$ cat src/hdl/mips_mem_cfg.svh
// size macros for the memory-access subsystem: data width, register count, memory geometry
`ifndef MIPS_MEM_CFG_SVH
`define MIPS_MEM_CFG_SVH

// width of a data word and of every register
`define MIPS_DATA_W 32

// architectural registers, r0 included
`define MIPS_REG_COUNT 32

// data memory depth in words
`define MIPS_MEM_WORDS 64

// word index into data memory, log2 of the depth
`define MIPS_MEM_AW 6

`endif
$ cat src/hdl/isa_pkg.sv
// instruction set types: field widths, opcode encoding and the instruction word layout
`include "mips_mem_cfg.svh"

package isa_pkg;

  // one data word as held in registers and memory
  typedef logic [`MIPS_DATA_W-1:0] word_t;

  // register index, selects one of 32 registers
  typedef logic [4:0] reg_idx_t;

  // immediate offset field, sign extended at address generation
  typedef logic [15:0] imm_t;

  // memory opcodes handled by the subsystem
  // anything else in the opcode field is treated as a no-op
  typedef enum logic [5:0] {
    OP_LW = 6'b100011,
    OP_SW = 6'b101011,
    OP_SB = 6'b101000,
    OP_SH = 6'b101001
  } opcode_e;

  // I-type instruction word
  //   [31:26] opcode
  //   [25:21] rs, base register
  //   [20:16] rt, data source or load target
  //   [15:0]  imm, signed byte offset
  typedef struct packed {
    opcode_e  opcode;
    reg_idx_t rs;
    reg_idx_t rt;
    imm_t     imm;
  } instr_t;

endpackage

$ cat src/hdl/pipe_pkg.sv
// pipeline types: micro-op kinds and record, sequencer states, store observation record
`include "mips_mem_cfg.svh"

package pipe_pkg;
  import isa_pkg::*;

  // micro-operations issued to the execute stage
  // sb and sh expand into LOAD_SCR, MERGE_B or MERGE_H, STORE_SCR
  typedef enum logic [2:0] {
    UOP_NONE,
    UOP_LW,
    UOP_SW,
    UOP_LOAD_SCR,
    UOP_MERGE_B,
    UOP_MERGE_H,
    UOP_STORE_SCR
  } uop_kind_e;

  // one micro-op, valid for a single cycle
  typedef struct packed {
    uop_kind_e kind;
    reg_idx_t  base;
    reg_idx_t  rt;
    imm_t      imm;
  } uop_t;

  // sub-word expansion FSM
  typedef enum logic [1:0] {
    SEQ_IDLE,
    SEQ_MERGE,
    SEQ_STORE
  } seq_state_e;

  // record of one memory write, for observation outside the DUT
  typedef struct packed {
    logic                    valid;
    logic [`MIPS_MEM_AW-1:0] addr;
    word_t                   data;
  } store_rec_t;

endpackage

$ cat src/hdl/data_memory.sv
// data memory: word array with async read, sync write and a registered store record
`timescale 1ns/1ps
`include "mips_mem_cfg.svh"

module data_memory (
  input  logic                    clk,
  input  logic                    reset,
  input  logic [`MIPS_MEM_AW-1:0] addr,
  input  logic                    we,
  input  isa_pkg::word_t          wdata,
  output isa_pkg::word_t          rdata,
  output pipe_pkg::store_rec_t    store_out
);
  import isa_pkg::*;

  word_t mem [`MIPS_MEM_WORDS];

  // whole array starts from zero after reset
  always_ff @(posedge clk) begin
    if (reset) begin
      for (int i = 0; i < `MIPS_MEM_WORDS; i++) begin
        mem[i] <= '0;
      end
    end else if (we) begin
      mem[addr] <= wdata;
    end
  end

  assign rdata = mem[addr];

  // one-cycle pulse per write, payload kept until the next write
  always_ff @(posedge clk) begin
    if (reset) begin
      store_out.valid <= 1'b0;
    end else begin
      store_out.valid <= we;
      if (we) begin
        store_out.addr <= addr;
        store_out.data <= wdata;
      end
    end
  end

endmodule

$ cat config.mk
export PLATFORM = sky130hd
export DESIGN_NAME = data_memory
export DESIGN_NICKNAME = d
export VERILOG_FILES = /design/src/hdl/isa_pkg.sv /design/src/hdl/pipe_pkg.sv /design/src/hdl/data_memory.sv
export VERILOG_INCLUDE_DIRS = /design/src /design/src/hdl
export SDC_FILE = /design/constraint.sdc
export NUM_CORES = 2
export LEC_CHECK = 0
export BUFFER_PORTS_ARGS = -buffer_cell sky130_fd_sc_hd__buf_2
export CORE_ASPECT_RATIO = 0.75
export CORE_UTILIZATION = 53
export CTS_BUF_LIST = sky130_fd_sc_hd__clkbuf_4 sky130_fd_sc_hd__clkbuf_8
export DETAILED_ROUTE_END_ITERATION = 8
export PLACE_DENSITY = 0.69
export SYNTH_ARGS = -nofsm -noshare
export SYNTH_HDL_FRONTEND = slang
export SYNTH_SLANG_ARGS = --single-unit
$ cat constraint.sdc
create_clock -name clk -period 8 [get_ports clk]
set_input_delay 1.2 -clock clk [delete_from_list [all_inputs] [get_ports clk]]
set_output_delay 1.2 -clock clk [all_outputs]
set_load 0.02 [all_outputs]
Word-level counts from Yosys, hierarchy flattened
Memory sizes are Yosys's and may differ from the RTL's.
Cells that the tools add are included.
- word-level logic and storage cells: 15
- register bits: 39
- bits of input ports: 41
- bits in writable memories: 2048
- memories: 1
- output and inout bits: 71
- memory list (name ; words ; bits a word ; rd ports ; clocked after memory_dff ; wr ports ; RTL line ; RTL):
    mem ; 64 ; 32 ; 1 ; 0 ; 64 ; data_memory.sv:16 ; word_t mem [`MIPS_MEM_WORDS];
- bitwise operators: 1
- multiplexer cells: 8
- reductions and logical operators: 2
- operator list (kind ; count):
    $mux 32 ; 1
    $reduce_or 32->1 ; 1
    $mux 1 ; 6
    $mux 6 ; 1
    $reduce_and 2->1 ; 1
    $not 1->1 ; 1

Depth between registers and ports, before layout
- word-level depth: 5
- gate-level depth with buffers: 11
- mapped depth without buffers: 6

Least setup slack after synthesis
Ideal clock, no wire load.
- path type: input to output
- from: input port addr[2]
- to: output port rdata[9]
- cell stages on the path: 11
- path buffers: 5
- arrival: 3.129 ns
- setup slack: 3.671 ns
- required time: 6.800 ns
- path through: buf_2 -> buf_6 -> buf_2 -> buf_2 -> buf_2 -> mux2i_1 -> o22ai_1 -> a211oi_1 -> o22ai_1 -> a211oi_1 -> nand4_1
- cells in the longest elaborated chain, start to end: 1
- ends and longest elaborated chain (what ; RTL line ; RTL):
    start: declaration ; data_memory.sv:8 ; input logic [`MIPS_MEM_AW-1:0] addr,
    $mem_v2 64x32 ; n/a ;
    end: declaration ; data_memory.sv:11 ; output isa_pkg::word_t rdata,
Every way passes these cells.

Worst setup path in the final report
- from: input port addr[2]
- to: output port rdata[16]
The elaborated chain is that of the path after synthesis.

==> out/results.ini <==
[critical_path]
worst-endpoint-arrival_ps=6190
path_max_fanout=100
crit_path_start_kind=input pin
critical_path.max_stage_delay_ps=1060
cp_cell_sequence=buf_8 -> buf_12 -> buf_4 -> a21oi_1 -> o21ai_0 -> nand4_1 -> or3_1 -> buf_2
crit_required_ps=6800
end_kind=output pin
crit_path_top_delay_cell=o21ai_0
critPathKind=in2out

[placement]
hpwl_um=177000
gp_congestion=0.958
port_buffers=111

[clock_tree]
cts_tree=yes
post_cts.repair.setup_buffers=0
cts.sinks=2087
clk_pin_slew_worst_paths_ps=60
ctsHoldBuffers=0
numCtsBuffers=338
root_buffer=clkbuf_8
ctsResizeCount=0
clock_path_buffers=4
cts_htree_levels=5

[logic_synthesis]
synth-edff-count=2086
synth_warnings=0
ys_seq_area_share_pct=66.9
syn-instance-count=6757
ys_ff_latch=2087
ys_types=54
synthFlopType=edfxtp_1
avgSynthCellArea_um2=13.9
synth_top_area_share_pct=66.9
synthArstFlopShare_pct=0
synth_area_um2=93700
synthTopCellsByArea=edfxtp_1, and2_1, a22oi_1
synth_fp_nets=6798
synth_largest_area_cell=edfxtp_1

[floorplan]
fp.dieW_um=487
start_util_pct=53.4
core-area_um2=175000
row_count=133
io_pins=112
die_h_um=366
die_area_um2=178000

[drt]
final_antenna_net_count=0
drtIter0Drc=10500
drt_pass1_iterations=7
routed-via-count=60400
drc=0
drt_wl_total_um=304000
wl_per_cell_um=32.7
via_per_inst=6.51

[finish]
area_delta_synth_final_pct=9.04
layout.nets=6726
layout_commonest_cell=edfxtp_1
drive_gt1_share_pct=16.1
fillCellCount=13700
mostFrequentLayoutCells=edfxtp_1, and2_1, a22oi_1

[pwr]
powerDensity_nw_per_um2=230
max-vdd-ir-drop_mv=0.191
p_leak_nw=35.5

[worst_hold_path]
whs_path_depth=1
hp-class=in2reg

[grt]
grt.overflow.total=0
antenna_found_initial=39
first_global_vias=56600
grt_max_degree=101
grtUsageTotal_pct=33.6
grt_pass1_wl_um=426000

[timing]
slew_headroom_pct=8.98
final_max_slew_viol_count=0
final-setup-viol-count=0
fmax_ghz=0.135
fin_crit_sh_pct=92.3
tightest_slew_ps=1350
whs_ps=335
tns_ps=0
rsz0062_at_grt=false
post-route-min-period_ps=7390
final_hold_viol_count=0

[run]
cap_viol_max_count=0

[run_status]
outcome=complete, no violations

## registers in the layout (all words and copies together) (netlist names)
| signal | flops |
|---|---|
| mem | 2048 |
| store_out | 39 |
## per-layer routing
layer  routed length [µm]  track usage (%)  up-vias  share of wire [%]
met4                12500             12.7       16                4.1
li1                     -                -    24900                  -
met2               123000             44.7     4526                 41
met3                49600             14.2      619                 16
met1               118000             48.5    30400                 39
met5                  110                0        -              0.036
## cell families after synthesis
kind of cell / count (synthesis) / synth area share, %
AOI/OAI and AO/OA: 1094 / 8.65
DFF: 2087 / 66.9
muxes: 393 / 5.38
and+or+nand+nor: 2441 / 15.8
buffers and inverters: 742 / 3.33
## where the power goes
| part | total [mW] | internal, mW | switching, mW |
|---|---|---|---|
| clock | 8.75 | 4.50 | 4.25 |
| sequential | 12.8 | 12.6 | 0.163 |
| combinational | 1.95 | 0.480 | 1.47 |
| total | 23.5 | 17.6 | 5.88 |
## worst max-delay path, delay by kind of cell
kind	cells	cell delay, ps
AO/OA/AOI/OAI	2	1360
buffers and inverters	4	1780
AND/OR/NAND/NOR	2	1470
## final timing paths
| path | start | to |
|---|---|---|
| worst min-delay path | wdata[26] | store_out[26] |
| worst max-delay path | addr[2] | rdata[16] |
## stage by stage
stage | setup WS, ps | cells | total power [mW] | instance area, µm² | util [%]
2_1_floorplan | 3670 | 6757 | 13.9 | 93700 | -
3_3_place_gp | 1100 | 8707 | 14.8 | 96100 | 54.8
3_5_place_dp | 1170 | 8707 | 14.8 | 96100 | 54.8
4_1_cts | 1160 | 9267 | 23.4 | 102000 | 58.2
5_1_grt | 855 | 9270 | 24.0 | 102000 | 58.2
6_report | 612 | 9283 | 23.5 | 102000 | 58.2
## layout make-up
cell class / count / area, µm² / share of cell area [%]
sequential: 2087 / 62700 / 61.3
inverter: 15 / 56.3 / 0.0551
tap: 2362 / 2960 / 2.89
antenna: 16 / 40.0 / 0.0392
clock buffer: 447 / 5510 / 5.40
clock inverter: 113 / 523 / 0.512
timing repair buffer: 315 / 2240 / 2.19
multi-input combinational: 3928 / 28200 / 27.6
## synthesized netlist by cell type (4+ instances only)
cell / number
a211oi_1: 83
a21oi_1: 79
a221o_1: 14
a221oi_1: 204
a222oi_1: 16
a22o_1: 25
a22oi_1: 369
a31oi_1: 30
a41o_1: 13
and2_1: 2052
buf_1: 47
buf_2: 114
buf_4: 20
buf_6: 8
clkbuf_1: 490
clkbuf_2: 48
edfxtp_1: 2086
inv_1: 14
mux2_2: 92
mux2i_1: 222
mux4_2: 79
nand2_1: 76
nand2b_1: 6
nand3_1: 11
nand3b_1: 4
nand4_1: 28
nor2_1: 119
nor2b_1: 13
nor3_1: 30
nor3b_1: 4
o21ai_0: 62
o221ai_1: 16
o22a_1: 15
o22ai_1: 144
o2bb2ai_1: 13
or2_2: 66
or3_1: 16
(Power assumes the default switching activity.)
