[config.mk]
export PLATFORM = sky130hd
export DESIGN_NAME = subword_store_sequencer
export DESIGN_NICKNAME = d
export VERILOG_FILES = /design/src/hdl/isa_pkg.sv /design/src/hdl/pipe_pkg.sv /design/src/hdl/subword_store_sequencer.sv
export VERILOG_INCLUDE_DIRS = /design/src /design/src/hdl
export SDC_FILE = /design/constraint.sdc
export NUM_CORES = 1
export LEC_CHECK = 0
export BUFFER_PORTS_ARGS = -buffer_cell sky130_fd_sc_hd__buf_2
export CAP_MARGIN = 20
export CORE_MARGIN = 2
export CORE_UTILIZATION = 28
export CTS_BUF_LIST = sky130_fd_sc_hd__clkbuf_4
export DETAILED_ROUTE_END_ITERATION = 8
export PLACE_DENSITY = 0.57
export SYNTH_ARGS = -nofsm -noshare
export SYNTH_HDL_FRONTEND = slang
export SYNTH_SLANG_ARGS = --single-unit
[constraint.sdc]
create_clock -name clk -period 1.5 [get_ports clk]
set_input_delay 0.075 -clock clk [delete_from_list [all_inputs] [get_ports clk]]
set_output_delay 0.075 -clock clk [all_outputs]
set_load 0.005 [all_outputs]
[src/hdl/mips_mem_cfg.svh]
// size macros for the memory-access subsystem: data width, register count, memory geometry
`ifndef MIPS_MEM_CFG_SVH
`define MIPS_MEM_CFG_SVH

// width of a data word and of every register
`define MIPS_DATA_W 32

// architectural registers, r0 included
`define MIPS_REG_COUNT 32

// data memory depth in words
`define MIPS_MEM_WORDS 64

// word index into data memory, log2 of the depth
`define MIPS_MEM_AW 6

`endif
[src/hdl/isa_pkg.sv]
// instruction set types: field widths, opcode encoding and the instruction word layout
`include "mips_mem_cfg.svh"

package isa_pkg;

  // one data word as held in registers and memory
  typedef logic [`MIPS_DATA_W-1:0] word_t;

  // register index, selects one of 32 registers
  typedef logic [4:0] reg_idx_t;

  // immediate offset field, sign extended at address generation
  typedef logic [15:0] imm_t;

  // memory opcodes handled by the subsystem
  // anything else in the opcode field is treated as a no-op
  typedef enum logic [5:0] {
    OP_LW = 6'b100011,
    OP_SW = 6'b101011,
    OP_SB = 6'b101000,
    OP_SH = 6'b101001
  } opcode_e;

  // I-type instruction word
  //   [31:26] opcode
  //   [25:21] rs, base register
  //   [20:16] rt, data source or load target
  //   [15:0]  imm, signed byte offset
  typedef struct packed {
    opcode_e  opcode;
    reg_idx_t rs;
    reg_idx_t rt;
    imm_t     imm;
  } instr_t;

endpackage

[src/hdl/pipe_pkg.sv]
// pipeline types: micro-op kinds and record, sequencer states, store observation record
`include "mips_mem_cfg.svh"

package pipe_pkg;
  import isa_pkg::*;

  // micro-operations issued to the execute stage
  // sb and sh expand into LOAD_SCR, MERGE_B or MERGE_H, STORE_SCR
  typedef enum logic [2:0] {
    UOP_NONE,
    UOP_LW,
    UOP_SW,
    UOP_LOAD_SCR,
    UOP_MERGE_B,
    UOP_MERGE_H,
    UOP_STORE_SCR
  } uop_kind_e;

  // one micro-op, valid for a single cycle
  typedef struct packed {
    uop_kind_e kind;
    reg_idx_t  base;
    reg_idx_t  rt;
    imm_t      imm;
  } uop_t;

  // sub-word expansion FSM
  typedef enum logic [1:0] {
    SEQ_IDLE,
    SEQ_MERGE,
    SEQ_STORE
  } seq_state_e;

  // record of one memory write, for observation outside the DUT
  typedef struct packed {
    logic                    valid;
    logic [`MIPS_MEM_AW-1:0] addr;
    word_t                   data;
  } store_rec_t;

endpackage

[src/hdl/subword_store_sequencer.sv]
// sub-word store sequencer: instruction register, decode FSM, stall and micro-op register
`timescale 1ns/1ps

module subword_store_sequencer (
  input  logic            clk,
  input  logic            reset,
  input  logic            instr_valid,
  input  isa_pkg::instr_t instr,
  output logic            stall,
  output pipe_pkg::uop_t  uop
);
  import isa_pkg::*;
  import pipe_pkg::*;

  instr_t     ir;
  logic       ir_valid;
  logic       ir_is_sub;
  seq_state_e state;
  seq_state_e state_next;
  uop_t       uop_next;

  // capture an instruction only when not stalled
  // while stalled ir is frozen and supplies rs, rt and imm to the later micro-ops
  always_ff @(posedge clk) begin
    if (reset) begin
      ir_valid <= 1'b0;
      ir       <= '0;
    end else begin
      ir_valid <= instr_valid & ~stall;
      if (instr_valid && !stall) begin
        ir <= instr;
      end
    end
  end

  // sb or sh sitting in ir and not yet started
  assign ir_is_sub = ir_valid && (ir.opcode == OP_SB || ir.opcode == OP_SH);

  // stall covers the decode cycle of sb/sh and the two cycles that follow
  assign stall = (state == SEQ_IDLE) ? ir_is_sub : 1'b1;

  always_comb begin
    state_next    = state;
    uop_next.base = ir.rs;
    uop_next.rt   = ir.rt;
    uop_next.imm  = ir.imm;
    uop_next.kind = UOP_NONE;

    case (state)
      SEQ_IDLE: begin
        if (ir_valid) begin
          case (ir.opcode)
            OP_LW: begin
              uop_next.kind = UOP_LW;
            end
            OP_SW: begin
              uop_next.kind = UOP_SW;
            end
            OP_SB, OP_SH: begin
              // first step: fetch the target word into scratch
              uop_next.kind = UOP_LOAD_SCR;
              state_next    = SEQ_MERGE;
            end
            default: begin
              uop_next.kind = UOP_NONE;
            end
          endcase
        end
      end

      SEQ_MERGE: begin
        if (ir.opcode == OP_SH) begin
          uop_next.kind = UOP_MERGE_H;
        end else begin
          uop_next.kind = UOP_MERGE_B;
        end
        state_next = SEQ_STORE;
      end

      SEQ_STORE: begin
        // write the merged scratch word back
        uop_next.kind = UOP_STORE_SCR;
        state_next    = SEQ_IDLE;
      end

      default: begin
        state_next = SEQ_IDLE;
      end
    endcase
  end

  // micro-op register, one uop per cycle into execute
  always_ff @(posedge clk) begin
    if (reset) begin
      state <= SEQ_IDLE;
      uop   <= '0;
    end else begin
      state <= state_next;
      uop   <= uop_next;
    end
  end

endmodule

=== Yosys cells after proc, flatten, opt, wreduce, memory -nomap -nowiden ===
Index checks and enable logic that the tools add are counted.

* Register bits: 64
* Input port bits: 35
* Output and inout port bits: 30
* Word-level logic and storage cells: 35

* Equality and inequality tests: 8
* Muxes and demuxes: 8
* Bitwise gates (word level): 2
* Reduce and logical (&&, ||, !) cells: 7

{| class="wikitable"
|+ Operators by type and width
! operator !! count
|-
| $eq 6x6->1 const B || 4
|-
| $pmux 3 s3 || 1
|-
| $mux 2 || 3
|-
| $pmux 2 s3 || 1
|-
| $pmux 2 s2 || 1
|-
| $eq 2x1->1 const B || 1
|-
| $eq 2x2->1 const B || 1
|-
| $logic_and 1x1->1 || 2
|-
| $logic_not 2->1 || 1
|-
| $mux 1 || 2
|-
| $ne 2x1->1 const B || 1
|-
| $ne 2x2->1 const B || 1
|-
| $reduce_and 2->1 || 1
|-
| $reduce_or 2->1 || 1
|-
| $and 1x1->1 || 1
|-
| $logic_not 1->1 || 1
|-
| $logic_or 1x1->1 || 1
|-
| $not 1->1 || 1
|}

=== Logic depth before layout (Yosys ltp) ===
* Depth after elaboration: 6
* Depth in mapped cells: 6
* Gate-level depth less buffers: 5

=== Worst setup path before layout ===
Ideal clock, no wire load.

* Path kind: reg-to-reg
* Start point: register state[1]
* End point: register ir[0] (netlist name)
* Library setup time: 0.121 ns
* Arrival time: 1.563 ns
* Data required time: 1.379 ns
* Slack: -0.184 ns
* Cell stages (with the launch flop): 7
* Path buffers: 1
* Clock period less this slack: 1.684 ns
* Path through: dfxtp_1 inv_1 ha_1 nand2_2 a21oi_4 buf_12 mux2_4

* Longest elaborated chain between the ends: 4

{| class="wikitable"
|+ Ends and longest elaborated chain
! what !! line !! source
|-
| from (decl) || subword_store_sequencer.sv:18 || <nowiki>seq_state_e state;</nowiki>
|-
| from (signal assigned) || subword_store_sequencer.sv:98 || <nowiki>state <= state_next;</nowiki>
|-
| $logic_not 2->1 || subword_store_sequencer.sv:40 || <nowiki>assign stall = (state == SEQ_IDLE) ? ir_is_sub : 1'b1;</nowiki>
|-
| $mux 1 || subword_store_sequencer.sv:40 ||
|-
| $logic_not 1->1 || subword_store_sequencer.sv:30 || <nowiki>if (instr_valid && !stall) begin</nowiki>
|-
| $logic_and 1x1->1 || subword_store_sequencer.sv:30 ||
|-
| to (signal assigned) || subword_store_sequencer.sv:31 || <nowiki>ir <= instr;</nowiki>
|-
| to (decl) || subword_store_sequencer.sv:15 || <nowiki>instr_t ir;</nowiki>
|}

Every way passes these cells.
A chain may end at the register's enable or synchronous reset.

=== Final worst setup path ===
* Start point: register ir[30] (netlist name)
* End point: register ir[15] (netlist name)

* Longest elaborated chain between the ends: 6
* Elaborated cells on any way between the ends: 7
* Those cells by class: eq/ne (2); mux (1); reduce/logical (4)

{| class="wikitable"
|+ Ends and longest elaborated chain
! what !! line !! source
|-
| $eq 6x6->1 || subword_store_sequencer.sv:37 || <nowiki>assign ir_is_sub = ir_valid && (ir.opcode == OP_SB || ir.opcode == OP_SH);</nowiki>
|-
| $logic_or 1x1->1 (*) || subword_store_sequencer.sv:37 ||
|-
| $logic_and 1x1->1 (*) || subword_store_sequencer.sv:37 ||
|-
| $mux 1 (*) || subword_store_sequencer.sv:40 ||
|-
| $logic_not 1->1 (*) || subword_store_sequencer.sv:30 ||
|-
| $logic_and 1x1->1 (*) || subword_store_sequencer.sv:30 ||
|}

Every way passes the cells marked *; elsewhere a longest branch is shown, timed or not.

==> results.ini <==
[setup_path]
cp-end-kind = register
slowest_delay_ps = 370
worstSetupStartpointType = register
crit_fanout = 6
worst_ep_required_time_ps = 1810
path_class = register to register
arrival_ps = 1870
cp_slowest_cell = dfxtp_4
worstPathCellList = nor4bb_4 -> buf_4 -> a21oi_4 -> buf_12 -> clkbuf_16 -> mux2_4

[logic_synthesis]
synth-adder-area-share_pct = 2.035
synth.distinct_cells = 35
synth-compound-area-share_pct = 4.730
synthCells = 206
synth_area_per_cell_um2 = 11.94
synth_warnings = 0
synth_top_family_by_area = simple AND/OR/NAND/NOR gates
syn-num-nets = 245
async_flop_share_pct = 0
synth_flop_cell = dfxtp_1
yosysSeqAreaShare_pct = 52.09
ys_ff_latch = 64
muxShareOfSynthArea_pct = 14.95
synth_area_um2 = 2460
synth_xor_area_share_pct = 0
synth_edf_count = 0
synth-simple-area-share_pct = 22.13

[grt]
grt_pass1_wl_um = 8217
overflow = 0
antenna_found_initial = 0
grt_use_total_pct = 10.99
grt_pass1_vias = 1703
grt_start_max_net_pins = 65

[cts]
cts.sinks = 64
cts_tree = built
clock-root-buffer = clkbuf_4
numCtsBuffers = 9
clkSlewWorstSetupHoldPaths_ps = 110
clock_latency_ps = 400
htreeDepth = 3
clockBufferDepth = 2

[timing]
worstMarginPinSlew_ps = 332.2
finalCritPeriodShare_pct = 104.1
relSlewSlack_pct = 77.28
rsz0062_at_grt = true
skew_ps = 10.56
clock.fmax_mhz = 640.4
setup_slack_ps = -61.62
hold_ws_ps = 45.60
post-route-min-period_ps = 1562
hold_violations = 0
setup_viol = 27
drv_slew = 0

[layout]
layout-drive-gt1-share_pct = 42.46
fin_util_pct = 41.32
n_antenna_cell = 0
finalNetCount = 359
final_cell_mix = buf_2 (64), dfxtp_1 (58), nor2b_1 (35)
layout_commonest_cell = buf_2
nFillCells = 872
syn2layout_area_growth_pct = 45.07

[power_and_ir_drop]
clkPwrFrac_pct = 34.7
netSwitchingFraction_pct = 23.61
ir_drop_mv = 0.4434
combPwrFrac_pct = 15.5
p_int_uw = 2829
pwr-share-seq_pct = 49.7
p_sw_uw = 874.6
powerDensity_nw_per_um2 = 1038
p_leak_uw = 0.001663

[run_status]
status = finished, violations left
failed_checks = negative setup slack

[route]
drc = 0
antenna_left = 0
wl_per_cell_um = 11.83
dr.pass1.iters = 4
via_per_inst = 4.162
vias = 1802
first_iter_violations = 28
routed_wl_um = 5124

[place]
hpwlAfterDp_um = 3105
preCtsSetupSlack_ps = 50.01
gp_congestion = 0.8376
portBuffers = 64

[flow_run]
max-cap-violations = 0

[floorplanning]
fp.dieW_um = 97.73
core_um2 = 8636
die-area_um2 = 9551
ioPinCount = 65
die_y_um = 97.73
initial_core_util_pct = 28.48
std_cell_rows = 34

[hold_path]
min_path_type = input pin to register

power groups by stage:
| stage | Sequential (uW) | Clock [uW] | Combinational [uW] |
|---|---|---|---|
| floorplan | 1880 | 0 | 301 |
| global placement | 1880 | 0 | 450 |
| detailed placement | 1880 | 0 | 452 |
| CTS | 1840 | 1340 | 527 |
| global route | 1850 | 1430 | 625 |
| finish | 1840 | 1290 | 576 |
worst max-delay path, delay by kind of cell (launching register included):
family / cells / cell delay (ps)
compound gates: 1 / 50
buf+inv: 3 / 460
simple gates: 1 / 300
flops: 1 / 370
mux: 1 / 290
worst paths after layout:
kind | start | end | cells past startpoint | slack [ps]
setup reg to reg | ir[30]$_SDFFE_PP0P_ | ir[15]$_SDFFE_PP0P_ | 6 | -60
hold reg to reg | ir[14]$_SDFFE_PP0P_ | uop[14]$_SDFF_PP0_ | 1 | 470
setup / recovery | ir[30]$_SDFFE_PP0P_ | ir[15]$_SDFFE_PP0P_ | 6 | -60
hold / removal | instr[3] | ir[3]$_SDFFE_PP0P_ | 3 | 50
cell type report:
cell class | instances | area (um^2) | area share, %
sequential | 64 | 1291 | 36.19
multi-input combinational | 128 | 1122 | 31.45
timing repair buffer | 113 | 850.8 | 23.84
tap | 108 | 135.1 | 3.787
clock inverter | 7 | 86.33 | 2.419
clock buffer | 9 | 67.56 | 1.893
inverter | 4 | 15.01 | 0.4208
cell usage after synthesis, types with 2 or more instances:
cell / count / share of area, %
inv_1: 4 / 0.61
dfxtp_1: 64 / 52
nand2_1: 7 / 1.1
nand4_1: 2 / 0.51
a21oi_1: 3 / 0.61
nor3_1: 2 / 0.41
mux2_4: 20 / 12
clkbuf_1: 6 / 0.92
mux2_2: 6 / 2.7
o2111ai_1: 2 / 0.71
nor3b_1: 2 / 0.61
buf_6: 2 / 0.92
ha_1: 4 / 2.0
o211ai_1: 2 / 0.61
nor2_1: 4 / 0.61
nand3_1: 3 / 0.61
nor2b_1: 35 / 8.9
and2b_1: 20 / 6.1
buf_12: 2 / 1.6
metal layers:
metal	up-vias	share of wire, %	GRT usage [%]
met4	0	2.0	6.624
met3	12	5.7	3.865
met2	58	46	15.97
li1	922	-	-
met1	810	46	14.00
met5	-	0	0
per-stage QoR:
step	setup TNS, ps	std cells	power [uW]	cell area (um^2)
after floorplan	-335.3	206	2184	2479
after global placement	0	377	2329	2954
after detailed placement	0	377	2333	2954
after CTS	-202.1	428	3714	3466
after global routing	-2867	433	3914	3568
final	-1232	433	3704	3568
flip-flops by register name (all words and copies together), names as in the netlist:
signal,flops
ir,32
uop,29
state,2
ir_valid,1
logic make-up (layout without fill, tap and decap cells):
family / after synthesis / count (layout)
and+or+nand+nor: 83 / 83
buffers and inverters: 14 / 133
adders and majority gates: 4 / 4
muxes: 26 / 26
AOI/OAI and AO/OA: 15 / 15
DFF: 64 / 64
what timing repair did:
item / in CTS / in global routing
pin swaps: 3 / 1
setup buffers: 4 / 5
resized for setup: 8 / 5
endpoints found under the setup margin: 1 / 29
hold endpoints to repair: 31 / 0
cloned: 0 / 2
hold buffers: 31 / 0
Power figures use the tool's default switching activity.
