$ cat src/hdl/mips_mem_cfg.svh
// size macros for the memory-access subsystem: data width, register count, memory geometry
`ifndef MIPS_MEM_CFG_SVH
`define MIPS_MEM_CFG_SVH

// width of a data word and of every register
`define MIPS_DATA_W 32

// architectural registers, r0 included
`define MIPS_REG_COUNT 32

// data memory depth in words
`define MIPS_MEM_WORDS 64

// word index into data memory, log2 of the depth
`define MIPS_MEM_AW 6

`endif
$ cat src/hdl/isa_pkg.sv
// instruction set types: field widths, opcode encoding and the instruction word layout
`include "mips_mem_cfg.svh"

package isa_pkg;

  // one data word as held in registers and memory
  typedef logic [`MIPS_DATA_W-1:0] word_t;

  // register index, selects one of 32 registers
  typedef logic [4:0] reg_idx_t;

  // immediate offset field, sign extended at address generation
  typedef logic [15:0] imm_t;

  // memory opcodes handled by the subsystem
  // anything else in the opcode field is treated as a no-op
  typedef enum logic [5:0] {
    OP_LW = 6'b100011,
    OP_SW = 6'b101011,
    OP_SB = 6'b101000,
    OP_SH = 6'b101001
  } opcode_e;

  // I-type instruction word
  //   [31:26] opcode
  //   [25:21] rs, base register
  //   [20:16] rt, data source or load target
  //   [15:0]  imm, signed byte offset
  typedef struct packed {
    opcode_e  opcode;
    reg_idx_t rs;
    reg_idx_t rt;
    imm_t     imm;
  } instr_t;

endpackage

$ cat src/hdl/pipe_pkg.sv
// pipeline types: micro-op kinds and record, sequencer states, store observation record
`include "mips_mem_cfg.svh"

package pipe_pkg;
  import isa_pkg::*;

  // micro-operations issued to the execute stage
  // sb and sh expand into LOAD_SCR, MERGE_B or MERGE_H, STORE_SCR
  typedef enum logic [2:0] {
    UOP_NONE,
    UOP_LW,
    UOP_SW,
    UOP_LOAD_SCR,
    UOP_MERGE_B,
    UOP_MERGE_H,
    UOP_STORE_SCR
  } uop_kind_e;

  // one micro-op, valid for a single cycle
  typedef struct packed {
    uop_kind_e kind;
    reg_idx_t  base;
    reg_idx_t  rt;
    imm_t      imm;
  } uop_t;

  // sub-word expansion FSM
  typedef enum logic [1:0] {
    SEQ_IDLE,
    SEQ_MERGE,
    SEQ_STORE
  } seq_state_e;

  // record of one memory write, for observation outside the DUT
  typedef struct packed {
    logic                    valid;
    logic [`MIPS_MEM_AW-1:0] addr;
    word_t                   data;
  } store_rec_t;

endpackage

$ cat src/hdl/store_execute.sv
// execute stage: address generation, byte/halfword merge, writeback and store routing
`timescale 1ns/1ps
`include "mips_mem_cfg.svh"

module store_execute (
  input  pipe_pkg::uop_t          uop,
  input  isa_pkg::word_t          rs_val,
  input  isa_pkg::word_t          rt_val,
  input  isa_pkg::word_t          scr_q,
  input  isa_pkg::word_t          mem_rdata,
  output logic [`MIPS_MEM_AW-1:0] mem_addr,
  output logic                    wb_we,
  output isa_pkg::reg_idx_t       wb_idx,
  output isa_pkg::word_t          wb_data,
  output logic                    scr_we,
  output isa_pkg::word_t          scr_data,
  output logic                    mem_we,
  output isa_pkg::word_t          mem_wdata
);
  import isa_pkg::*;
  import pipe_pkg::*;

  word_t      eff_addr;
  logic [1:0] byte_off;
  word_t      byte_merged;
  word_t      half_merged;

  // base plus sign-extended offset
  assign eff_addr = rs_val + {{(`MIPS_DATA_W-16){uop.imm[15]}}, uop.imm};
  assign mem_addr = eff_addr[`MIPS_MEM_AW+1:2];
  assign byte_off = eff_addr[1:0];

  // little endian lanes, lane n is bits 8n+7:8n
  // halfword position comes from address bit 1 only
  always_comb begin
    byte_merged = scr_q;
    half_merged = scr_q;
    byte_merged[{byte_off, 3'b000} +: 8]    = rt_val[7:0];
    half_merged[{byte_off[1], 4'b0000} +: 16] = rt_val[15:0];
  end

  // per-kind write enables and data steering
  always_comb begin
    wb_we     = 1'b0;
    wb_idx    = uop.rt;
    wb_data   = mem_rdata;
    scr_we    = 1'b0;
    scr_data  = mem_rdata;
    mem_we    = 1'b0;
    mem_wdata = rt_val;

    case (uop.kind)
      UOP_LW: begin
        wb_we = 1'b1;
      end
      UOP_SW: begin
        mem_we = 1'b1;
      end
      UOP_LOAD_SCR: begin
        scr_we = 1'b1;
      end
      UOP_MERGE_B: begin
        scr_we   = 1'b1;
        scr_data = byte_merged;
      end
      UOP_MERGE_H: begin
        scr_we   = 1'b1;
        scr_data = half_merged;
      end
      UOP_STORE_SCR: begin
        mem_we    = 1'b1;
        mem_wdata = scr_q;
      end
      default: begin
        // UOP_NONE, bubble
        wb_we  = 1'b0;
        scr_we = 1'b0;
        mem_we = 1'b0;
      end
    endcase
  end

endmodule

$ cat config.mk
export PLATFORM = sky130hd
export DESIGN_NAME = store_execute
export DESIGN_NICKNAME = d
export VERILOG_FILES = /design/src/hdl/isa_pkg.sv /design/src/hdl/pipe_pkg.sv /design/src/hdl/store_execute.sv
export VERILOG_INCLUDE_DIRS = /design/src /design/src/hdl
export SDC_FILE = /design/constraint.sdc
export NUM_CORES = 1
export LEC_CHECK = 0
export ABC_AREA = 1
export BUFFER_PORTS_ARGS = -buffer_cell sky130_fd_sc_hd__buf_2
export CAP_MARGIN = 0
export CORE_AREA = 2 2 104 106
export DETAILED_ROUTE_END_ITERATION = 6
export DIE_AREA = 0 0 106 108
export GPL_TIMING_DRIVEN = 0
export SETUP_SLACK_MARGIN = 0.5
export SLEW_MARGIN = 30
export SYNTH_ARGS = -nofsm -noshare
export SYNTH_HDL_FRONTEND = slang
export SYNTH_SLANG_ARGS = --single-unit
$ cat constraint.sdc
create_clock -name vclk -period 2.44
set_clock_uncertainty 0.2 [all_clocks]
set_input_delay 0.366 -clock vclk [all_inputs]
set_output_delay 0.366 -clock vclk [all_outputs]
set_load 0.03 [all_outputs]
=== Word level (Yosys, flattened, before mapping) ===
Cells that the tools add are included.

* Memories kept: 0
* Bits in read-only memories: 0
* Flip-flop bits (word level): 0
* RAM bits: 0
* Latch bits: 0
* Bits of input ports: 157
* Word-level logic and storage cells: 22

* Muxes and demuxes: 7
* Reductions and logical operators: 2
* Add/sub/neg operators: 3
* Equality and inequality tests: 6
* Shifts and indexed selects: 4
* Bitwise logic cells: 0
* $lt $le $gt $ge: 0
* Multiply operators: 0
* Divide/modulo/power cells: 0

{| class="wikitable"
|+ Operators with widths
! kind !! number
|-
| bitwise mux 32 bit || 2
|-
| one-hot mux 32 bit (2 select lines) || 1
|-
| 2-to-1 mux 32 bit || 1
|-
| variable shift 16 x 7 -> 32 bit (first input constant) || 1
|-
| variable shift 8 x 7 -> 32 bit (first input constant) || 1
|-
| variable part select 16 x 7 -> 32 bit || 1
|-
| variable part select 8 x 7 -> 32 bit || 1
|-
| negation 5 -> 7 bit || 2
|-
| == test 3 bit (second input constant) || 3
|-
| adder 8 bit || 1
|-
| == test 3 x 2 -> 1 bit (second input constant) || 2
|-
| == test 3 x 1 -> 1 bit (second input constant) || 1
|-
| 2-to-1 mux 1 bit || 3
|-
| OR reduction 3 bit || 1
|-
| OR reduction 2 bit || 1
|}

=== Logic depth before layout (Yosys ltp) ===
Gate-level depths: netlist (run 1).

* Depth after elaboration: 5
* Gate-level depth with buffers: 10

=== Least setup slack after synthesis (run 1) ===
OpenSTA, ideal clock, no wires.

* Path type: input -> output
* Start point: input port uop[0] (netlist bit)
* End point: output port scr_data[11]
* Required time: 1.874 ns
* Arrival time: 2.294 ns
* Stages on the path: 10
* Setup slack: -0.420 ns
* Path buffers: 2
* Cell sequence: ha_1 > inv_1 > fa_1 > ha_1 > buf_2 > buf_2 > nand2_1 > o21ai_0 > nand3_1 > nand3_1

* Word-level cells in the longest chain between the ends: 5
* Elaborated cells between the ends (all ways): 10

{| class="wikitable"
|+ RTL lines
! what !! RTL line !! text
|-
| from (decl) || store_execute.sv:6 || <nowiki>input pipe_pkg::uop_t uop,</nowiki>
|-
| adder 8 bit * || store_execute.sv:29 || <nowiki>assign eff_addr = rs_val + {{(`MIPS_DATA_W-16){uop.imm[15]}}, uop.imm};</nowiki>
|-
| negation 5 -> 7 bit, on equally long branches || store_execute.sv:39, store_execute.sv:38 ||
|-
| variable part select 16 x 7 -> 32 bit, or another cell as far along || store_execute.sv:39 || <nowiki>half_merged[{byte_off[1], 4'b0000} +: 16] = rt_val[15:0];</nowiki>
|-
| bitwise mux 32 bit, on equally long branches || store_execute.sv:39, store_execute.sv:38 ||
|-
| one-hot mux 32 bit (2 select lines) * || store_execute.sv:52 || <nowiki>case (uop.kind)</nowiki>
|-
| to (decl) || store_execute.sv:16 || <nowiki>output isa_pkg::word_t scr_data,</nowiki>
|}

Every way passes the cells marked *; elsewhere a longest branch is shown, timed or not.

=== Final worst setup path (run 1) ===
* Start point: input port rs_val[0]
* End point: output port scr_data[13]

* Word-level cells in the longest chain between the ends: 5
* Elaborated cells between the ends (all ways): 10

{| class="wikitable"
|+ RTL lines
! what !! RTL line !! text
|-
| from (decl) || store_execute.sv:7 || <nowiki>input isa_pkg::word_t rs_val,</nowiki>
|-
| adder 8 bit * || store_execute.sv:29 ||
|-
| negation 5 -> 7 bit, on equally long branches || store_execute.sv:39, store_execute.sv:38 ||
|-
| variable part select 16 x 7 -> 32 bit, or another cell as far along || store_execute.sv:39 ||
|-
| bitwise mux 32 bit, on equally long branches || store_execute.sv:39, store_execute.sv:38 ||
|-
| one-hot mux 32 bit (2 select lines) * || store_execute.sv:52 ||
|}

Marks and branches as above.

==> impl_metrics.csv, run 1 <==
group,metric,value,unit
floorplanning,die_width,106,um
yosys,syn_inst,469,
critical_path,worst-path-buf-inv,5,
global_routing,antenna_found_initial,0,
critical_path,critPathLaunchType,"primary input",
critical_path,cp_max_fo,5,
critical_path,cp-end-kind,"output pin",
yosys,yosysMostFrequentCell,"nand2_1",
global_routing,grt_pass1_vias,4133,
drt,via_per_inst,4.893,
global_routing,grt_use_met2,0.4576,
drt,ant_nets,0,
place,gp_congestion,0.8652,
global_routing,grt.total_usage,0.2349,
yosys,syn-mean-instance-area,5.304,um2
hold_path,hp-class,"primary input to output pin",
sta,setup_ws,-0.3604,ns
final_layout,drive_above_1_share,0.6442,
sta,max_freq,357.1,MHz
sta,finalHoldViolCount,0,
job,max_cap_viol_count,0,
final_layout,fillers,1053,
clock_network,hold_buffers,0,
hold_path,holdPathStages,2,
drt,wirelength,14390,um
floorplanning,rows,37,
place,place_hpwl,11580,um
global_routing,top_usage_layer,"met2",
critical_path,cp.arrival,2.23,ns
critical_path,path_cells,"buf_8, ha_4, inv_2, fa_2, ha_4, buf_8, buf_8, nand2_4, o21ai_4, nand3_2, nand3_4, buf_6",
yosys,synthTopCellsByArea,"nand2_1 (24%), o211ai_1 (14%), nand3_1 (12%), buf_4 (12%), o21ai_0 (8.2%)",
critical_path,critPathSlowestCell,"fa_2",
power_and_ir_drop,pwr-share-seq,0,
floorplanning,start_util,0.2431,
yosys,synth_common_cells,"nand2_1 (157), nand3_1 (60), inv_1 (54), o211ai_1 (48), o21ai_0 (41)",
floorplanning,ios,267,
drt,vias,4144,
global_routing,use_met3,0.02471,
place,dpl.cell_count,829,
sta,tightest_slew,0.6053,ns
drt,drt_iter0_markers,195,
global_routing,use_met1,0.2851,
final_layout,antenna_cells,0,
final_layout,clock_buffers,0,
critical_path,critPathRequiredTime,1.87,ns
sta,period_share,1.148,
floorplanning,die_area,11450,um2
hold_path,hold-path-endpoint,"wb_idx[1]",
final_layout,post-route-util,0.5198,
drt,drc,0,
yosys,syn_nets,636,
final_layout,final_nets,880,
yosys,ys_seq_area_frac,0,
final_layout,seq_cells,0,
place,io_buffers,224,
critical_path,crit_path_max_incr_delay,0.47,ns
yosys,syn-cell-area,2487,um2
run_status,outcome,"finished, violations left",
sta,final.min_clock_period,2.800,ns
power_and_ir_drop,pwr-share-comb,1.000,
power_and_ir_drop,swShare,0.5857,
sta,setup_viol,32,
power_and_ir_drop,switchingPower,1046,uW
global_routing,grt_pass1_wl,21680,um
final_layout,seqCellArea,0,um2
yosys,yosysWarnings,0,
global_routing,overflow,0,
drt,wire_per_inst,16.98,um
floorplanning,coreArea,10230,um2
sta,final_max_slew_viol_count,0,
drt,first_pass_iters,4,
power_and_ir_drop,power_density,335.9,nW/um2
sta,relSlewSlack,0.5965,
power_and_ir_drop,p_leak,0.002824,uW
final_layout,areaGrowthSynthToFinish,113.8,%
hold_path,hold_start,"uop[17]",
final_layout,instances_no_fill,847,
critical_path,crit_type,"primary input to output pin",
yosys,synth_top_area_share,0.2369,
power_and_ir_drop,clkPwrFrac,0,
power_and_ir_drop,ir_worst_vdd,0.1732,mV
yosys,synth_cell_type_count,24,
global_routing,grt_max_degree,11,
run_status,violations,"setup timing",
sta,rsz0062_at_grt,"true",
yosys,yosysTopAreaCell,"nand2_1",
power_and_ir_drop,p_int,740.0,uW
critical_path,path_common_cell,"buf_8",
floorplanning,die_h,108,um
critical_path,critPathTopFamily,"adder cells",
area by class of cell:
cell class                      count  area [um2]  area share
Inverter                           57       216.5     0.04071
Tap cell                          136       170.2     0.03200
Multi-Input combinational cell    348        2740      0.5153
Buffer                             64       534.3      0.1005
Timing Repair Buffer              242        1657      0.3115
cell families (layout without fill, tap and decap cells):
group                      Yosys count  count (layout)  synth area share
and+or+nand+nor                    232             232            0.4029
adders and majority gates           10              10           0.05332
xor gates and xnor gates             4               4           0.01409
buffers and inverters              121             363            0.2671
AOI/OAI and AO/OA                  102             102            0.2626
metrics by stage:
stage | setup TNS (ns) | setup slack [ns] | power, uW | cell area (um2) | hold slack [ns]
3_5_place_dp | -15.83 | -0.5945 | 1321 | 4232 | 0.7845
4_1_cts | -9.865 | -0.3509 | 1672 | 4967 | 0.7845
2_1_floorplan | -2.691 | -0.1392 | 901.3 | 2940 | 0.5924
3_3_place_gp | -15.61 | -0.5842 | 1311 | 4232 | 0.7840
5_1_grt | -12.29 | -0.4349 | 1890 | 5318 | 0.7881
6_report | -10.13 | -0.3604 | 1786 | 5318 | 0.7828
layout by cell type, fill, tap and decap left out, drive strengths merged:
| cell type | Yosys | routed |
|---|---|---|
| a21oi | 3 | 3 |
| buf | 60 | 299 |
| clkbuf | 4 | 7 |
| fa | 1 | 1 |
| ha | 9 | 9 |
| inv | 57 | 57 |
| nand2 | 159 | 159 |
| nand3 | 60 | 60 |
| nand4 | 2 | 2 |
| nor2 | 7 | 7 |
| nor3 | 1 | 1 |
| o211ai | 48 | 48 |
| o21ai | 51 | 51 |
| or2 | 3 | 3 |
| xnor2 | 3 | 3 |
| xor2 | 1 | 1 |
metal layers:
layer  part of all wire  up-vias  routed length, um
li1                   -     2004                  -
met1               0.39     1930               5592
met2               0.52      196               7452
met3              0.076       14               1093
met4              0.017        0                248
met5                  0        -                  0
power groups by stage:
stage | registers [uW] | logic (uW) | clock network, uW
final | 0 | 1790 | 0
after global routing | 0 | 1890 | 0
after CTS | 0 | 1670 | 0
after detailed placement | 0 | 1320 | 0
after global placement | 0 | 1310 | 0
after floorplan | 0 | 901 | 0
worst max-delay path by stage:
stage | depth (start not counted) | from | to
5_1_grt | 12 | rs_val[0] | scr_data[7]
2_1_floorplan | 10 | uop[0] | scr_data[21]
3_3_place_gp | 12 | uop[0] | scr_data[13]
4_1_cts | 12 | rs_val[0] | scr_data[13]
6_report | 12 | rs_val[0] | scr_data[13]
3_5_place_dp | 12 | uop[0] | scr_data[13]
what timing repair did:
action                     4_1_cts  5_1_grt
setup endpoints to repair       70       61
pin swaps                       57       38
gates cloned                     3        0
gates resized for setup        154       80
buffers inserted                11        4
Power figures use the tool's default switching activity.
==> run 2, diff against run 1 <==
--- a/config.mk
+++ b/config.mk
@@ -18,3 +18,4 @@
 export SYNTH_ARGS = -nofsm -noshare
 export SYNTH_HDL_FRONTEND = slang
 export SYNTH_SLANG_ARGS = --single-unit
+export TNS_END_PERCENT = 50
==> run 2 against run 1 <==
Net effect:
- highest routed layer unchanged
- largest cell class unchanged
- count of clock-buffer cells in the layout is the same
- final area shrank 4.8%
- the run still ends with setup timing left
- critical path type unchanged
- global-route usage shrank 1.7 points
==> impl_metrics.csv, run 2 (synthesis results as in run 1) <==
group,metric,value,unit
run_status,outcome,"finished, violations left",
run_status,violations,"setup timing",
sta,final_max_slew_viol_count,0,
drt,drt_iter0_markers,206,
place,dp_slack,-0.5782,ns
critical_path,crit_type,"primary input to output pin",
floorplanning,ios,267,
final_layout,final_cell_mix,"buf_2 (168), nand2_1 (135), buf_4 (74), inv_1 (50)",
floorplanning,coreArea,10230,um2
place,place_hpwl,10950,um
floorplanning,die_width,106,um
global_routing,grt_max_degree,11,
job,max_cap_viol_count,0,
critical_path,critPathRequiredTime,1.87,ns
sta,setup_viol,32,
critical_path,critPathTopFamily,"adder cells",
clock_network,hold_buffers,0,
place,io_buffers,224,
drt,vias,4069,
critical_path,cp.arrival,2.27,ns
global_routing,overflow,0,
critical_path,crit_path_max_incr_delay,0.49,ns
power_and_ir_drop,clkPwrFrac,0,
drt,via_per_inst,4.815,
sta,setup_tns,-10.73,ns
global_routing,antenna_found_initial,0,
power_and_ir_drop,p_int,705.7,uW
power_and_ir_drop,switchingPower,1000,uW
drt,drc,0,
final_layout,areaGrowthSynthToFinish,103.5,%
global_routing,grt_pass1_vias,4025,
place,gp_congestion,0.8815,
critical_path,path_cells,"buf_6, ha_4, inv_2, fa_2, ha_4, buf_8, buf_8, nand2_2, o21ai_2, nand3_2, nand3_4, buf_6",
place,place_area,4091,um2
sta,tightest_slew,0.6055,ns
sta,setup_ws,-0.3913,ns
floorplanning,rows,37,
drt,ant_nets,0,
drt,first_pass_iters,5,
final_layout,seqCellArea,0,um2
sta,period_share,1.160,
sta,final.min_clock_period,2.831,ns
global_routing,grt_pass1_wl,20070,um
final_layout,antenna_cells,0,
critical_path,worst-path-buf-inv,5,
hold_path,hp-class,"primary input to output pin",
floorplanning,start_util,0.2431,
floorplanning,die_h,108,um
power_and_ir_drop,total_power,1706,uW
critical_path,cp-end-kind,"output pin",
drt,wirelength,13660,um
final_layout,postLayoutCellArea,5062,um2
final_layout,seq_cells,0,
power_and_ir_drop,ir_worst_vdd,0.1604,mV
power_and_ir_drop,pwr-share-seq,0,
global_routing,grt.total_usage,0.2184,
final_layout,final_nets,878,
final_layout,clock_buffers,0,
critical_path,critPathLaunchType,"primary input",
critical_path,cp_max_fo,5,
sta,relSlewSlack,0.5964,
final_layout,drive_above_1_share,0.5952,
sta,max_freq,353.2,MHz
final_layout,layout_commonest_cell,"buf_2",
floorplanning,die_area,11450,um2
final_layout,fillers,1043,
power_and_ir_drop,pwr-share-comb,1.000,
power_and_ir_drop,swShare,0.5863,
sta,finalHoldViolCount,0,
critical_path,critPathSlowestCell,"fa_2",
drt,wire_per_inst,16.16,um
sta,rsz0062_at_grt,"true",
power_and_ir_drop,p_leak,0.002730,uW
power_and_ir_drop,power_density,337.0,nW/um2
-- run 2: cell count changes in the layout (fill, tap and decap cells not counted), sizes merged --
cell | previous run | this run
buf | 299 | 298
clkbuf | 7 | 6
-- run 2: routing by layer --
layer | up-vias | global-route usage | wire [um]
met5 | - | 0 | 0
met4 | 0 | 0.04041 | 189
met3 | 15 | 0.04219 | 1126
met2 | 190 | 0.4327 | 7142
met1 | 1858 | 0.2420 | 5197
li1 | 2006 | - | -
-- run 2: worst paths after layout --
path	to	from	depth (start not counted)	slack (ns)
setup / recovery	scr_data[11]	rs_val[0]	12	-0.39
hold / removal	wb_idx[2]	uop[18]	2	0.78
-- run 2: final cells by class --
class	count	area [um2]	area share
inverter	57	216.5	0.04276
multi-input combinational	348	2544	0.5025
buffer	64	513.0	0.1013
timing repair buffer	240	1619	0.3198
tap	136	170.2	0.03361
-- run 2: power by group through the flow --
| stage | sequential [uW] | clock, uW | combinational (uW) |
|---|---|---|---|
| 6_report | 0 | 0 | 1710 |
| 2_1_floorplan | 0 | 0 | 864 |
| 3_3_place_gp | 0 | 0 | 1260 |
| 3_5_place_dp | 0 | 0 | 1270 |
| 5_1_grt | 0 | 0 | 1810 |
| 4_1_cts | 0 | 0 | 1590 |
-- run 2: stage by stage --
step                cells    util  hold WS, ns
finish                845  0.4948       0.7816
global route          845  0.4948       0.7853
CTS                   841  0.4669       0.7828
detailed placement    829  0.3999       0.7830
global placement      829  0.3999       0.7838
floorplan             469       -       0.5924
-- run 2: what timing repair did --
action | CTS | global route
setup buffers | 10 | 3
resized for setup | 149 | 81
pin swaps | 75 | 34
cloned | 2 | 1
setup endpoints to repair | 70 | 66
==> run 3, diff against run 2 <==
--- a/config.mk
+++ b/config.mk
@@ -13,7 +13,6 @@
 export DETAILED_ROUTE_END_ITERATION = 6
 export DIE_AREA = 0 0 106 108
 export GPL_TIMING_DRIVEN = 0
-export SETUP_SLACK_MARGIN = 0.5
 export SLEW_MARGIN = 30
 export SYNTH_ARGS = -nofsm -noshare
 export SYNTH_HDL_FRONTEND = slang
==> run 3 against run 2 <==
Net effect:
- the flow still finishes with violations (setup timing)
- power down 14%
- fmax rose by 0.40%
- count of clock-buffer cells in the layout stayed put
- worst setup slack improved by 0.011 ns
- worst hold slack unchanged
- non-clock buffer count fell by 9
- routed wire length shrank 4.8%
- sequential cell count is the same
- critical path depth decreased by 1
- die area is the same
- global-route usage is 0.55 points lower
- sequential share of layout area did not move
- critical path type unchanged
- largest cell class unchanged
==> impl_metrics.csv, run 3 (synthesis results as in run 1) <==
group,metric,value,unit
run_status,outcome,"finished, violations left",
run_status,violations,"setup timing",
sta,setup_ws,-0.3801,ns
critical_path,critPathLaunchType,"primary input",
critical_path,worstSetupStartpoint,"rs_val[0]",
final_layout,seq_cells,0,
drt,wirelength,13000,um
global_routing,grt_max_degree,11,
floorplanning,die_area,11450,um2
critical_path,path_cells,"buf_6, ha_4, inv_2, fa_2, ha_4, inv_2, nand2_8, o21ai_2, nand3_2, nand3_4, buf_4",
floorplanning,coreArea,10230,um2
critical_path,worst-path-buf-inv,4,
final_layout,multi_input_area,2247,um2
place,gp_congestion,0.8713,
final_layout,layout_commonest_cell,"buf_2",
sta,rsz0062_at_grt,"true",
sta,final.min_clock_period,2.820,ns
final_layout,final_cell_mix,"buf_2 (202), nand2_1 (151), inv_1 (51), buf_4 (50), o211ai_1 (48)",
critical_path,cp-end-kind,"output pin",
sta,max_freq,354.6,MHz
sta,final_max_slew_viol_count,0,
floorplanning,die_h,108,um
final_layout,areaGrowthSynthToFinish,80.33,%
place,dp_slack,-0.6273,ns
power_and_ir_drop,p_leak,0.002543,uW
drt,drt_iter0_markers,152,
global_routing,grt_pass1_wl,19630,um
sta,fin_hold_ws,0.7816,ns
place,place_hpwl,10790,um
drt,drc,0,
floorplanning,ios,267,
sta,finalHoldViolCount,0,
critical_path,cp_max_fo,8,
drt,vias,4010,
final_layout,clock_buffers,0,
global_routing,antenna_found_initial,0,
hold_path,hp-class,"primary input to output pin",
place,place_area,4006,um2
floorplanning,die_width,106,um
sta,setup_viol,32,
critical_path,critPathTopFamily,"adder cells",
critical_path,cp_num_cells,11,
final_layout,antenna_cells,0,
clock_network,hold_buffers,0,
critical_path,critPathSlowestCell,"fa_2",
global_routing,overflow,0,
place,io_buffers,224,
drt,first_pass_iters,5,
floorplanning,start_util,0.2431,
sta,setup_tns,-10.04,ns
final_layout,postLayoutCellArea,4486,um2
critical_path,critPathCapture,"scr_data[5]",
power_and_ir_drop,power_density,328.9,nW/um2
sta,tightest_slew,0.6284,ns
final_layout,seqCellArea,0,um2
global_routing,grt.total_usage,0.2129,
final_layout,fillers,1122,
final_layout,final_nets,869,
drt,ant_nets,0,
floorplanning,rows,37,
drt,wire_per_inst,15.55,um
drt,via_per_inst,4.797,
critical_path,crit_type,"primary input to output pin",
sta,relSlewSlack,0.5811,
final_layout,drive_above_1_share,0.5371,
sta,period_share,1.156,
job,max_cap_viol_count,0,
critical_path,critPathRequiredTime,1.87,ns
global_routing,grt_pass1_vias,3868,
critical_path,crit_path_max_incr_delay,0.62,ns
critical_path,cp.arrival,2.25,ns
power_and_ir_drop,ir_worst_vdd,0.1533,mV
==> run 3: cell types whose count changed in the layout (fill, tap and decap cells not counted), moves of 11 or more <==
cell     previous run  this run
buf_2             168       202
buf_4              74        50
nand2_1           135       151
nand2_2            17         3
buf_6              48        37
nand3_1            15        26
==> run 3: what timing repair did <==
action	in CTS	in global routing
gates resized for setup	109	14
endpoints found under the setup margin	32	32
gates cloned	1	1
pin swaps	28	10
setup buffers	4	3
==> run 3: how the worst min path moves through the flow <==
stage	slack [ns]	startpoint	to	cells past startpoint
after CTS	0.78	uop[16]	wb_idx[0]	2
after detailed placement	0.78	uop[16]	wb_idx[0]	2
after global placement	0.78	uop[19]	wb_idx[3]	2
after floorplan	0.59	uop[26]	mem_we	1
final	0.78	uop[16]	wb_idx[0]	2
after global routing	0.79	uop[16]	wb_idx[0]	2
==> run 3: routing by layer <==
metal,track usage,part of all wire,vias to the layer above
li1,-,-,1988
met1,0.2650,0.41,1835
met2,0.4046,0.51,177
met3,0.02471,0.064,10
met4,0.02444,0.010,0
met5,0,0,-
==> run 3: where the power goes <==
group          switching (uW)  internal, uW
Combinational             922           553
Sequential                  0             0
Clock                       0             0
Total                     922           553
==> run 3: area by class of cell <==
type	instances	share of cell area
Inverter	57	0.04770
Buffer	63	0.1068
Tap cell	136	0.03794
Multi-Input combinational cell	348	0.5010
Timing Repair Buffer	232	0.3066
==> run 3: stage by stage <==
step | cells | total power (uW) | util
global route | 836 | 1581 | 0.4384
CTS | 833 | 1460 | 0.4317
finish | 836 | 1476 | 0.4384
global placement | 829 | 1241 | 0.3916
floorplan | 469 | 845.1 | -
detailed placement | 829 | 1250 | 0.3916
